File: src/tlb_pkg.sv
// Fixed 4 KiB pages, 32-bit input and 36-bit output addresses; writes leave as INCR bursts
package tlb_pkg;

  // Address widths
  localparam int unsigned IN_ADDR_W  = 32;
  localparam int unsigned OUT_ADDR_W = 36;
  localparam int unsigned PAGE_OFS_W = 12;

  // Page numbers are what is left above the offset
  localparam int unsigned IN_PAGE_W  = IN_ADDR_W - PAGE_OFS_W;
  localparam int unsigned OUT_PAGE_W = OUT_ADDR_W - PAGE_OFS_W;

  // Translation table size
  localparam int unsigned NUM_ENTRIES = 4;
  localparam int unsigned ENTRY_IDX_W = $clog2(NUM_ENTRIES);

  // Transaction fields
  localparam int unsigned ID_W    = 4;
  localparam int unsigned LEN_W   = 8;
  localparam int unsigned BURST_W = 2;

  // The write payload has no burst field, so write hits report INCR
  localparam logic [BURST_W-1:0] BURST_INCR = 2'b01;

  // One translation entry covering input pages first_page..last_page
  typedef struct packed {
    logic                  valid;
    logic                  read_only;
    logic [IN_PAGE_W-1:0]  first_page;
    logic [IN_PAGE_W-1:0]  last_page;
    logic [OUT_PAGE_W-1:0] out_base;
  } tlb_entry_t;

  // Write-address payload
  typedef struct packed {
    logic [ID_W-1:0]  id;
    logic [LEN_W-1:0] len;
  } wr_meta_t;

  // Read-address payload, wider than the write one
  typedef struct packed {
    logic [ID_W-1:0]    id;
    logic [LEN_W-1:0]   len;
    logic [BURST_W-1:0] burst;
  } rd_meta_t;

endpackage
File: src/tlb_top.sv
// Two address channels share one four-entry table; uncontested requests leave one cycle later
module tlb_top (
  input  logic                            clk_i,
  input  logic                            rst_n_i,
  // Write-address channel
  input  logic                            aw_valid_i,
  output logic                            aw_ready_o,
  input  logic [tlb_pkg::IN_ADDR_W-1:0]   aw_addr_i,
  input  logic [tlb_pkg::ID_W-1:0]        aw_id_i,
  input  logic [tlb_pkg::LEN_W-1:0]       aw_len_i,
  // Read-address channel
  input  logic                            ar_valid_i,
  output logic                            ar_ready_o,
  input  logic [tlb_pkg::IN_ADDR_W-1:0]   ar_addr_i,
  input  logic [tlb_pkg::ID_W-1:0]        ar_id_i,
  input  logic [tlb_pkg::LEN_W-1:0]       ar_len_i,
  input  logic [tlb_pkg::BURST_W-1:0]     ar_burst_i,
  // Table configuration
  input  logic                            cfg_we_i,
  input  logic [tlb_pkg::ENTRY_IDX_W-1:0] cfg_idx_i,
  input  tlb_pkg::tlb_entry_t             cfg_entry_i,
  // Master request port
  output logic                            mst_valid_o,
  input  logic                            mst_ready_i,
  output logic                            mst_we_o,
  output logic [tlb_pkg::OUT_ADDR_W-1:0]  mst_addr_o,
  output logic [tlb_pkg::ID_W-1:0]        mst_id_o,
  output logic [tlb_pkg::LEN_W-1:0]       mst_len_o,
  output logic [tlb_pkg::BURST_W-1:0]     mst_burst_o,
  // Error port
  output logic                            err_valid_o,
  input  logic                            err_ready_i,
  output logic                            err_we_o,
  output logic [tlb_pkg::ID_W-1:0]        err_id_o
);

  tlb_pkg::tlb_entry_t [tlb_pkg::NUM_ENTRIES-1:0] entries;

  tlb_pkg::wr_meta_t               aw_meta;
  tlb_pkg::rd_meta_t               ar_meta;

  // Lookup results towards the arbiter
  logic                            wr_res_valid;
  logic                            wr_res_ready;
  logic                            wr_res_hit;
  logic [tlb_pkg::OUT_ADDR_W-1:0]  wr_res_addr;
  tlb_pkg::wr_meta_t               wr_res_meta;
  logic                            rd_res_valid;
  logic                            rd_res_ready;
  logic                            rd_res_hit;
  logic [tlb_pkg::OUT_ADDR_W-1:0]  rd_res_addr;
  tlb_pkg::rd_meta_t               rd_res_meta;

  assign aw_meta = '{id: aw_id_i, len: aw_len_i};
  assign ar_meta = '{id: ar_id_i, len: ar_len_i, burst: ar_burst_i};

  tlb_entry_table i_table (
    .clk_i       ( clk_i       ),
    .rst_n_i     ( rst_n_i     ),
    .cfg_we_i    ( cfg_we_i    ),
    .cfg_idx_i   ( cfg_idx_i   ),
    .cfg_entry_i ( cfg_entry_i ),
    .entries_o   ( entries     )
  );

  tlb_lookup #(
    .payload_t ( tlb_pkg::wr_meta_t )
  ) i_wr_lookup (
    .clk_i         ( clk_i        ),
    .rst_n_i       ( rst_n_i      ),
    .req_valid_i   ( aw_valid_i   ),
    .req_ready_o   ( aw_ready_o   ),
    .req_addr_i    ( aw_addr_i    ),
    .req_payload_i ( aw_meta      ),
    .is_write_i    ( 1'b1         ),
    .entries_i     ( entries      ),
    .res_valid_o   ( wr_res_valid ),
    .res_ready_i   ( wr_res_ready ),
    .res_hit_o     ( wr_res_hit   ),
    .res_addr_o    ( wr_res_addr  ),
    .res_payload_o ( wr_res_meta  )
  );

  tlb_lookup #(
    .payload_t ( tlb_pkg::rd_meta_t )
  ) i_rd_lookup (
    .clk_i         ( clk_i        ),
    .rst_n_i       ( rst_n_i      ),
    .req_valid_i   ( ar_valid_i   ),
    .req_ready_o   ( ar_ready_o   ),
    .req_addr_i    ( ar_addr_i    ),
    .req_payload_i ( ar_meta      ),
    .is_write_i    ( 1'b0         ),
    .entries_i     ( entries      ),
    .res_valid_o   ( rd_res_valid ),
    .res_ready_i   ( rd_res_ready ),
    .res_hit_o     ( rd_res_hit   ),
    .res_addr_o    ( rd_res_addr  ),
    .res_payload_o ( rd_res_meta  )
  );

  tlb_arbiter i_arbiter (
    .clk_i       ( clk_i        ),
    .rst_n_i     ( rst_n_i      ),
    .wr_valid_i  ( wr_res_valid ),
    .wr_ready_o  ( wr_res_ready ),
    .wr_hit_i    ( wr_res_hit   ),
    .wr_addr_i   ( wr_res_addr  ),
    .wr_meta_i   ( wr_res_meta  ),
    .rd_valid_i  ( rd_res_valid ),
    .rd_ready_o  ( rd_res_ready ),
    .rd_hit_i    ( rd_res_hit   ),
    .rd_addr_i   ( rd_res_addr  ),
    .rd_meta_i   ( rd_res_meta  ),
    .mst_valid_o ( mst_valid_o  ),
    .mst_ready_i ( mst_ready_i  ),
    .mst_we_o    ( mst_we_o     ),
    .mst_addr_o  ( mst_addr_o   ),
    .mst_id_o    ( mst_id_o     ),
    .mst_len_o   ( mst_len_o    ),
    .mst_burst_o ( mst_burst_o  ),
    .err_valid_o ( err_valid_o  ),
    .err_ready_i ( err_ready_i  ),
    .err_we_o    ( err_we_o     ),
    .err_id_o    ( err_id_o     )
  );

endmodule

File: src/tlb_arbiter.sv
// Grants one result per cycle with alternating priority; a stalled grant is held until taken
module tlb_arbiter (
  input  logic                            clk_i,
  input  logic                            rst_n_i,
  // Write lookup result
  input  logic                            wr_valid_i,
  output logic                            wr_ready_o,
  input  logic                            wr_hit_i,
  input  logic [tlb_pkg::OUT_ADDR_W-1:0]  wr_addr_i,
  input  tlb_pkg::wr_meta_t               wr_meta_i,
  // Read lookup result
  input  logic                            rd_valid_i,
  output logic                            rd_ready_o,
  input  logic                            rd_hit_i,
  input  logic [tlb_pkg::OUT_ADDR_W-1:0]  rd_addr_i,
  input  tlb_pkg::rd_meta_t               rd_meta_i,
  // Master request port for hits
  output logic                            mst_valid_o,
  input  logic                            mst_ready_i,
  output logic                            mst_we_o,
  output logic [tlb_pkg::OUT_ADDR_W-1:0]  mst_addr_o,
  output logic [tlb_pkg::ID_W-1:0]        mst_id_o,
  output logic [tlb_pkg::LEN_W-1:0]       mst_len_o,
  output logic [tlb_pkg::BURST_W-1:0]     mst_burst_o,
  // Error port for misses
  output logic                            err_valid_o,
  input  logic                            err_ready_i,
  output logic                            err_we_o,
  output logic [tlb_pkg::ID_W-1:0]        err_id_o
);

  // Read channel wins the next tie when set
  logic                      prio_rd_q;
  logic                      wr_sel;
  logic                      rd_sel;
  logic                      any_sel;
  logic                      sel_hit;
  logic                      port_ready;
  logic                      grant;
  logic [tlb_pkg::ID_W-1:0]  sel_id;

  assign wr_sel  = wr_valid_i && (!rd_valid_i || !prio_rd_q);
  assign rd_sel  = rd_valid_i && !wr_sel;
  assign any_sel = wr_sel || rd_sel;
  assign sel_hit = wr_sel ? wr_hit_i : rd_hit_i;
  assign sel_id  = wr_sel ? wr_meta_i.id : rd_meta_i.id;

  // Only the port the winner is routed to can complete the grant
  assign port_ready = sel_hit ? mst_ready_i : err_ready_i;
  assign grant      = any_sel && port_ready;
  assign wr_ready_o = wr_sel && port_ready;
  assign rd_ready_o = rd_sel && port_ready;

  assign mst_valid_o = any_sel && sel_hit;
  assign mst_we_o    = wr_sel;
  assign mst_addr_o  = wr_sel ? wr_addr_i : rd_addr_i;
  assign mst_id_o    = sel_id;
  assign mst_len_o   = wr_sel ? wr_meta_i.len : rd_meta_i.len;
  assign mst_burst_o = wr_sel ? tlb_pkg::BURST_INCR : rd_meta_i.burst;

  assign err_valid_o = any_sel && !sel_hit;
  assign err_we_o    = wr_sel;
  assign err_id_o    = sel_id;

  // After a grant the other channel is favoured; while a presented result
  // waits, the bit keeps pointing at it so the output stays stable
  always_ff @(posedge clk_i) begin
    if (!rst_n_i) begin
      prio_rd_q <= 1'b0;
    end else if (grant) begin
      prio_rd_q <= wr_sel;
    end else if (any_sel) begin
      prio_rd_q <= rd_sel;
    end
  end

endmodule

File: src/tlb_lookup.sv
// One result register per channel; lowest matching entry wins and a miss yields address zero
module tlb_lookup #(
  parameter type payload_t = logic
) (
  input  logic                                            clk_i,
  input  logic                                            rst_n_i,
  // Request side
  input  logic                                            req_valid_i,
  output logic                                            req_ready_o,
  input  logic [tlb_pkg::IN_ADDR_W-1:0]                   req_addr_i,
  input  payload_t                                        req_payload_i,
  // Constant per instance, high on the write channel
  input  logic                                            is_write_i,
  input  tlb_pkg::tlb_entry_t [tlb_pkg::NUM_ENTRIES-1:0]  entries_i,
  // Result side
  output logic                                            res_valid_o,
  input  logic                                            res_ready_i,
  output logic                                            res_hit_o,
  output logic [tlb_pkg::OUT_ADDR_W-1:0]                  res_addr_o,
  output payload_t                                        res_payload_o
);

  logic [tlb_pkg::IN_PAGE_W-1:0]   in_page;
  logic [tlb_pkg::PAGE_OFS_W-1:0]  in_ofs;
  logic [tlb_pkg::NUM_ENTRIES-1:0] match;
  logic                            lkp_hit;
  logic [tlb_pkg::ENTRY_IDX_W-1:0] lkp_idx;
  tlb_pkg::tlb_entry_t             sel_entry;
  logic [tlb_pkg::IN_PAGE_W-1:0]   page_delta;
  logic [tlb_pkg::OUT_PAGE_W-1:0]  out_page;
  logic [tlb_pkg::OUT_ADDR_W-1:0]  lkp_addr;

  logic                            res_valid_q;
  logic                            res_hit_q;
  logic [tlb_pkg::OUT_ADDR_W-1:0]  res_addr_q;
  payload_t                        res_payload_q;

  assign in_page = req_addr_i[tlb_pkg::IN_ADDR_W-1:tlb_pkg::PAGE_OFS_W];
  assign in_ofs  = req_addr_i[tlb_pkg::PAGE_OFS_W-1:0];

  // Range compare against every entry; writes skip read-only entries
  always_comb begin
    for (int i = 0; i < tlb_pkg::NUM_ENTRIES; i++) begin
      match[i] = entries_i[i].valid
              && (in_page >= entries_i[i].first_page)
              && (in_page <= entries_i[i].last_page)
              && !(is_write_i && entries_i[i].read_only);
    end
  end

  // Scan downwards so the lowest index is the last one kept
  always_comb begin
    lkp_hit = 1'b0;
    lkp_idx = '0;
    for (int i = tlb_pkg::NUM_ENTRIES - 1; i >= 0; i--) begin
      if (match[i]) begin
        lkp_hit = 1'b1;
        lkp_idx = tlb_pkg::ENTRY_IDX_W'(i);
      end
    end
  end

  // Output page is base plus distance from the first page
  assign sel_entry  = entries_i[lkp_idx];
  assign page_delta = in_page - sel_entry.first_page;
  assign out_page   = sel_entry.out_base
                    + {{(tlb_pkg::OUT_PAGE_W - tlb_pkg::IN_PAGE_W){1'b0}}, page_delta};
  assign lkp_addr   = lkp_hit ? {out_page, in_ofs} : '0;

  // Accept when the register is empty or drains this cycle
  assign req_ready_o = !res_valid_q || res_ready_i;

  always_ff @(posedge clk_i) begin
    if (!rst_n_i) begin
      res_valid_q <= 1'b0;
    end else if (req_ready_o) begin
      res_valid_q <= req_valid_i;
    end
  end

  always_ff @(posedge clk_i) begin
    if (req_valid_i && req_ready_o) begin
      res_hit_q     <= lkp_hit;
      res_addr_q    <= lkp_addr;
      res_payload_q <= req_payload_i;
    end
  end

  assign res_valid_o   = res_valid_q;
  assign res_hit_o     = res_hit_q;
  assign res_addr_o    = res_addr_q;
  assign res_payload_o = res_payload_q;

endmodule

File: src/tlb_entry_table.sv
// All entries are invalid after reset; a strobed entry is seen by lookups from the next cycle
module tlb_entry_table (
  input  logic                                            clk_i,
  input  logic                                            rst_n_i,
  // Configuration strobe
  input  logic                                            cfg_we_i,
  input  logic [tlb_pkg::ENTRY_IDX_W-1:0]                 cfg_idx_i,
  input  tlb_pkg::tlb_entry_t                             cfg_entry_i,
  // Whole table, shared by both lookups
  output tlb_pkg::tlb_entry_t [tlb_pkg::NUM_ENTRIES-1:0]  entries_o
);

  tlb_pkg::tlb_entry_t [tlb_pkg::NUM_ENTRIES-1:0] entries_q;
  logic [tlb_pkg::NUM_ENTRIES-1:0]                entry_we;

  // One-hot write enable per entry
  always_comb begin
    for (int i = 0; i < tlb_pkg::NUM_ENTRIES; i++) begin
      entry_we[i] = cfg_we_i && (cfg_idx_i == tlb_pkg::ENTRY_IDX_W'(i));
    end
  end

  always_ff @(posedge clk_i) begin
    if (!rst_n_i) begin
      entries_q <= '0;
    end else begin
      for (int i = 0; i < tlb_pkg::NUM_ENTRIES; i++) begin
        if (entry_we[i]) begin
          entries_q[i] <= cfg_entry_i;
        end
      end
    end
  end

  assign entries_o = entries_q;

endmodule

File: config.mk
export PLATFORM = sky130hd
export DESIGN_NAME = tlb_top
export DESIGN_NICKNAME = d
export VERILOG_FILES = /design/src/tlb_pkg.sv /design/src/tlb_top.sv /design/src/tlb_arbiter.sv /design/src/tlb_lookup.sv /design/src/tlb_entry_table.sv
export SDC_FILE = /design/constraint.sdc
export NUM_CORES = 1
export LEC_CHECK = 0
export BUFFER_PORTS_ARGS = -buffer_cell sky130_fd_sc_hd__buf_2
export CAP_MARGIN = 40
export CORE_ASPECT_RATIO = 0.5
export CORE_MARGIN = 5
export CORE_UTILIZATION = 48
export CTS_BUF_LIST = sky130_fd_sc_hd__clkbuf_2 sky130_fd_sc_hd__clkbuf_4 sky130_fd_sc_hd__clkbuf_8
export DETAILED_ROUTE_END_ITERATION = 8
export GPL_ROUTABILITY_DRIVEN = 0
export PLACE_DENSITY = 0.66
export SKIP_CTS_REPAIR_TIMING = 1
export SYNTH_ARGS = -nofsm -noshare
export SYNTH_HDL_FRONTEND = slang
export SYNTH_HIERARCHICAL = 1
export SYNTH_SLANG_ARGS = --single-unit
File: constraint.sdc
create_clock -name clk_i -period 10.1 [get_ports clk_i]
set_input_delay 1.515 -clock clk_i [delete_from_list [all_inputs] [get_ports clk_i]]
set_output_delay 1.515 -clock clk_i [all_outputs]
set_load 0.02 [all_outputs]
# Word-level counts from Yosys, hierarchy flattened
# Cells that the tools add are included.
dict set report totals {
  regBits 367
  inputBits 165
  output_inout_bits 60
  word_cells 133
}
dict set report op_classes {
  addsub 4
  n_lt_le_gt_ge 18
  eq_ne 3
  n_mux 28
  n_reduce_logical 48
}
# cell n
set ops {}
lappend ops {{$bmux W66 S2} 2}
lappend ops {{$ge A20 B20 Y1} 8}
lappend ops {{$le A20 B20 Y1} 8}
lappend ops {{$mux W64} 2}
lappend ops {{$add A24 B20 Y24} 2}
lappend ops {{$sub A20 B20 Y20} 2}
lappend ops {{$mux W36} 1}
lappend ops {{$logic_and A1 B1 Y1} 33}
lappend ops {{$mux W2} 9}
lappend ops {{$mux W1} 12}
lappend ops {{$logic_not A1 Y1} 9}
lappend ops {{$mux W8} 1}
lappend ops {{$lt A2 B3 Y1 const B} 2}
lappend ops {{$eq A2 B2 Y1 const B} 2}
lappend ops {{$logic_or A1 B1 Y1} 4}
lappend ops {{$mux W4} 1}
lappend ops {{$eq A2 B1 Y1 const B} 1}
lappend ops {{$logic_not A2 Y1} 1}
lappend ops {{$reduce_bool A2 Y1} 1}

# Longest topological paths before layout
dict set report logic_depth {
  depth_word 12
  depth_mapped 36
  depth_no_buf 33
}

# By module
# The synthesis kept the hierarchy.
# module instances cells_each area_each_um2 seq_area_each_um2
set by_module_without_submodules {}
lappend by_module_without_submodules {tlb_entry_table 1 927 9525.4 5285.1}
lappend by_module_without_submodules {{tlb_lookup at i_rd_lookup} 1 1102 8848.5 1551.5}
lappend by_module_without_submodules {{tlb_lookup at i_wr_lookup} 1 978 8660.8 1491.4}
lappend by_module_without_submodules {tlb_arbiter 1 181 762.0 20.0}
lappend by_module_without_submodules {tlb_top 1 2 7.5 0.0}

# Worst setup path after synthesis
# Ideal clock, no wire load.
dict set report synth_timing {
  path_type {in2reg}
  startpoint {input port aw_addr_i[19] (netlist name)}
  endpoint {register i_wr_lookup.res_addr_q (netlist bit i_wr_lookup/res_addr_o[33]), data pin}
  setup_ns 0.255
  arrival_time_ns 7.938
  required_ns 9.845
  setup_slack_ns 1.907
  cell_stages 32
  n_path_buf 3
  cell_sequence {ha_1 > a21oi_1 > o21ai_0 > a221o_1 > a2111o_1 > a211oi_1 > nand2b_1 > a21bo_1 > buf_6 > buf_2 > buf_2 > mux4_2 > inv_1 > ha_1 > nor2b_1 > o21ai_0 > a21boi_0 > o21ai_0 > a21oi_1 > a41o_1 > o41a_1 > a211o_1 > a21o_1 > xor2_1 > ha_1 > or3_1 > o21ai_0 > a21oi_1 > a211oi_1 > nor2_1 > xnor2_1 > and2_1}
}
dict set report synth_between {
  elab_chain_len 12
  elab_cells_between_ends 32
  cone_classes {2 x add/sub; 8 x order compare; 10 x mux; 12 x reduce/logical}
}
# element line
set synth_rtl {}
lappend synth_rtl {{start, declared} tlb_top.sv:8} ;# input logic [tlb_pkg::IN_ADDR_W-1:0] aw_addr_i,
lappend synth_rtl {{$ge A20 B20 Y1} tlb_lookup.sv:45} ;# && (in_page >= entries_i[i].first_page)
lappend synth_rtl {{$logic_and A1 B1 Y1} tlb_lookup.sv:45}
lappend synth_rtl {{$logic_and A1 B1 Y1} tlb_lookup.sv:46} ;# && (in_page <= entries_i[i].last_page)
lappend synth_rtl {{$logic_and A1 B1 Y1} tlb_lookup.sv:47} ;# && !(is_write_i && entries_i[i].read_only);
lappend synth_rtl {{$mux W2 (4 in a row)} tlb_lookup.sv:56} ;# if (match[i]) begin
lappend synth_rtl {{$bmux W66 S2} tlb_lookup.sv:64} ;# assign sel_entry = entries_i[lkp_idx];
lappend synth_rtl {{$mux W64 (implied by the code)} tlb_lookup.sv:64}
lappend synth_rtl {{$sub A20 B20 Y20} tlb_lookup.sv:65} ;# assign page_delta = in_page - sel_entry.first_page;
lappend synth_rtl {{$add A24 B20 Y24} tlb_lookup.sv:67} ;# + {{(tlb_pkg::OUT_PAGE_W - tlb_pkg::IN_PAGE_W){1'b0}}, page_delta};
lappend synth_rtl {{end signal, assigned} tlb_lookup.sv:84} ;# res_addr_q <= lkp_addr;
lappend synth_rtl {{end, declared} tlb_lookup.sv:35} ;# logic [tlb_pkg::OUT_ADDR_W-1:0] res_addr_q;
# Several ways; a longest one is shown, not always the timed one. The select of a mux whose other input is x is not followed.
# A chain may end at the register's enable or synchronous reset.

# Final worst setup path
dict set report layout_timing {
  startpoint {input port ar_addr_i[12] (netlist name)}
  endpoint {register i_rd_lookup.res_addr_q (netlist bit i_rd_lookup/res_addr_o[35]), data pin}
}
dict set report layout_between {
  elab_chain_len 11
  elab_cells_between_ends 28
  cone_classes {2 x add/sub; 8 x order compare; 10 x mux; 8 x reduce/logical}
}
# element line
set layout_rtl {}
lappend layout_rtl {{start, declared} tlb_top.sv:14} ;# input logic [tlb_pkg::IN_ADDR_W-1:0] ar_addr_i,
lappend layout_rtl {{$ge A20 B20 Y1} tlb_lookup.sv:45}
lappend layout_rtl {{$logic_and A1 B1 Y1} tlb_lookup.sv:45}
lappend layout_rtl {{$logic_and A1 B1 Y1} tlb_lookup.sv:46}
lappend layout_rtl {{$mux W2 (4 in a row)} tlb_lookup.sv:56}
lappend layout_rtl {{$bmux W66 S2} tlb_lookup.sv:64}
lappend layout_rtl {{$mux W64 (implied by the code)} tlb_lookup.sv:64}
lappend layout_rtl {{$sub A20 B20 Y20} tlb_lookup.sv:65}
lappend layout_rtl {{$add A24 B20 Y24} tlb_lookup.sv:67}
lappend layout_rtl {{end signal, assigned} tlb_lookup.sv:84}
lappend layout_rtl {{end, declared} tlb_lookup.sv:35}
# Several ways; a longest one is shown, not always the timed one. The select of a mux whose other input is x is not followed.

==> results.yml <==
detailed_routing:
  via_per_inst: 5.70
  drt-pass1-iter-count: 6
  finalWirelength_um: 86600
  ant_nets: 0
  vias: 23947
  drt_iter0_drc: 1943
  wl_per_cell_um: 20.6
  drc_errors: 0
placement:
  dp_slack_ns: 0.443
  hpwl_um: 64300
  post_dp_cell_area_mm2: 0.0296
  io_buffers: 224
layout:
  antenna_cells: 0
  fin_nets: 3952
  final_area_mm2: 0.0308
  syn2layout_area_growth_pct: 10.9
  n_fill_cell: 5303
  multi_input_area_mm2: 0.0175
  layout.area.seq_mm2: 0.00835
  final_layout_size_suffix_gt1_share_pct: 12.3
  fin_util_pct: 53.8
timing:
  tns_ns: 0
  slew_viol_final: 0
  worstMarginPinSlew_ns: 0.843
  setup_slack_ns: 0.921
  fin_crit_ns: 9.18
  slew_headroom_pct: 42.3
  final.setup_skew_ns: 0.0257
  min_period_over_period_pct: 90.9
  setup_viol: 0
  fmax_ghz: 0.109
  rsz0062_at_grt: "no"
  hold_viol_final: 0
synthesis:
  yosysUniqueCellTypes: 77
  synth_flop_cell: "dfxtp_1"
  yosys_warnings: 6
  netlist_area_mm2: 0.0278
  yosys.area.top_type: "dfxtp_1"
  synth.avg_cell_area_um2: 8.72
  synthCells: 3190
  synth_top_area_share_pct: 19.2
  synth_edf_count: 100
  synthTopCellsByCount: "nand2_1, ha_1, inv_1"
  yosysSeqAreaShare_pct: 30.0
  async_flop_share_pct: 0
  synth.most_common_cell: "nand2_1"
  synth.ff_latch_count: 367
  ys_top_cells_by_area: "dfxtp_1, ha_1, mux2i_1"
floorplan:
  die_area_mm2: 0.0631
  coreArea_mm2: 0.0573
  die_h_um: 180
  chipWidth_um: 350
  start_util_pct: 48.5
  fp-row-count: 62
  io_pins: 225
clock_tree:
  cts-root-buf: "clkbuf_8"
  htree_levels: 2
  numClockSinks: 367
  clk_pin_slew_ns: 0.07
  tritoncts: "built"
  clk_latency_ns: 0.69
  cts_buffer_depth: 3
  cts_buffers: 58
status:
  status: "complete, no violations"
grt:
  grt_pass1_vias: 23018
  grt.busiest_layer: "met2"
  grt_max_degree: 109
  met3_usage_pct: 4.03
  grt_use_met1_pct: 36.7
  grt_use_total_pct: 26.5
  antenna_found_initial: 0
  grt_util_met2_pct: 41.7
  gr-total-overflow: 0
  grt_pass1_wl_um: 132000
critical_path:
  worstSetupPathType: "in2reg"
  crit_fanout: 51
  start_kind: "primary input"
  critPathArrivalTime_ns: 9.59
  critPathMaxStageDelay_ns: 0.55
  end_kind: "register"
  slowest_stage: "buf_4"
  worst-endpoint-required_ns: 10.51
pwr:
  p_leak_nw: 13.5
  vdd_drop_max_uv: 80.0
  p_per_area_mw_per_mm2: 129
worst_hold_path:
  hp-class: "reg2reg"
run:
  cap_violations: 0
[state kept, by name (all words and copies together) (netlist names), 12 cells and up]
name	cells
i_table/entries_o	264
i_wr_lookup/res_addr_o	36
i_wr_lookup/res_payload_o	12
i_rd_lookup/res_addr_o	36
i_rd_lookup/res_payload_o	14
[metrics by stage]
stage               std cells  power [W]  hold WS (ns)
floorplan                3196    0.00228         0.440
global placement         4090    0.00258         0.452
detailed placement       4093    0.00261         0.459
CTS                      4202    0.00399         0.471
global route             4202    0.00418         0.485
finish                   4202    0.00397         0.469
[metal layers]
metal	share of wire, %	vias to the layer above
met3	7.0	208
li1	-	11510
met2	44	888
met4	4.1	0
met1	45	11341
met5	0	-
[area by class of cell]
cell class	instances	area share [%]
clock buffer	80	3.37
clock inverter	29	0.629
inverter	373	4.54
multi-input combinational	2333	56.8
sequential	367	27.1
tap	768	3.12
timing repair buffer	252	4.47
[report_power, final]
group	internal (W)	total, W	switching [W]
Clock	0.000701	0.00138	0.000676
Sequential	0.00158	0.00163	0.0000467
Combinational	0.000366	0.000972	0.000606
Total	0.00265	0.00397	0.00133
[layout by cell type, fill, tap and decap left out, types with 7 or more instances in the layout]
cell type	count
o21ai_0	106
o211ai_1	31
buf_2	224
dfxtp_1	267
a21boi_0	10
and4_1	23
nand2_1	611
ha_1	398
nor2b_1	70
a21oi_1	159
clkbuf_4	10
a21o_1	46
mux2i_1	309
nand2b_1	11
or3_1	7
nor3_1	28
a211oi_1	44
a31oi_1	8
a211o_1	7
o21a_1	16
buf_4	25
xnor2_1	41
conb_1	8
and3_1	13
nor2_1	108
nand3_1	45
inv_1	372
xor2_1	21
and2_1	7
edfxtp_1	100
clkinv_2	17
a2111oi_0	8
nand4_1	41
clkbuf_8	70
nor4_1	7
mux4_2	44
[cell families (layout without fill, tap and decap cells)]
logic type / count (synthesis) / in the layout / share of synthesized area [%]
xor gates and xnor gates: 62 / 62 / 1.95
and+or+nand+nor: 1003 / 1003 / 16.2
adders and majority gates: 402 / 402 / 18.2
DFF: 367 / 367 / 30.0
other: 2 / 8 / 0.0270
buffers and inverters: 496 / 734 / 7.24
muxes: 356 / 356 / 14.8
AOI/OAI and AO/OA: 502 / 502 / 11.5
[critical path: cells and delay by family]
family / cells / cell delay [ns]
AOI/OAI and AO/OA: 17 / 3.24
muxes: 1 / 0.13
and+or+nand+nor: 9 / 2.03
adders and majority gates: 4 / 1.39
buffers and inverters: 4 / 1.24
[final timing paths]
kind | start | endpoint | slack [ns] | cells past startpoint
worst max-delay path | ar_addr_i[12] | i_rd_lookup/res_addr_o[35]$_SDFFCE_PN0P_ | 0.92 | 35
worst max register to register | i_table/entries_o[41]$_SDFFE_PN0P_ | i_rd_lookup/res_addr_o[35]$_SDFFCE_PN0P_ | 1.69 | 34
worst min register to register | i_table/entries_o[6]$_SDFFE_PN0P_ | i_table/entries_o[6]$_SDFFE_PN0P_ | 0.47 | 2
worst min-delay path | i_table/entries_o[6]$_SDFFE_PN0P_ | i_table/entries_o[6]$_SDFFE_PN0P_ | 0.47 | 2
(Power assumes the default switching activity.)
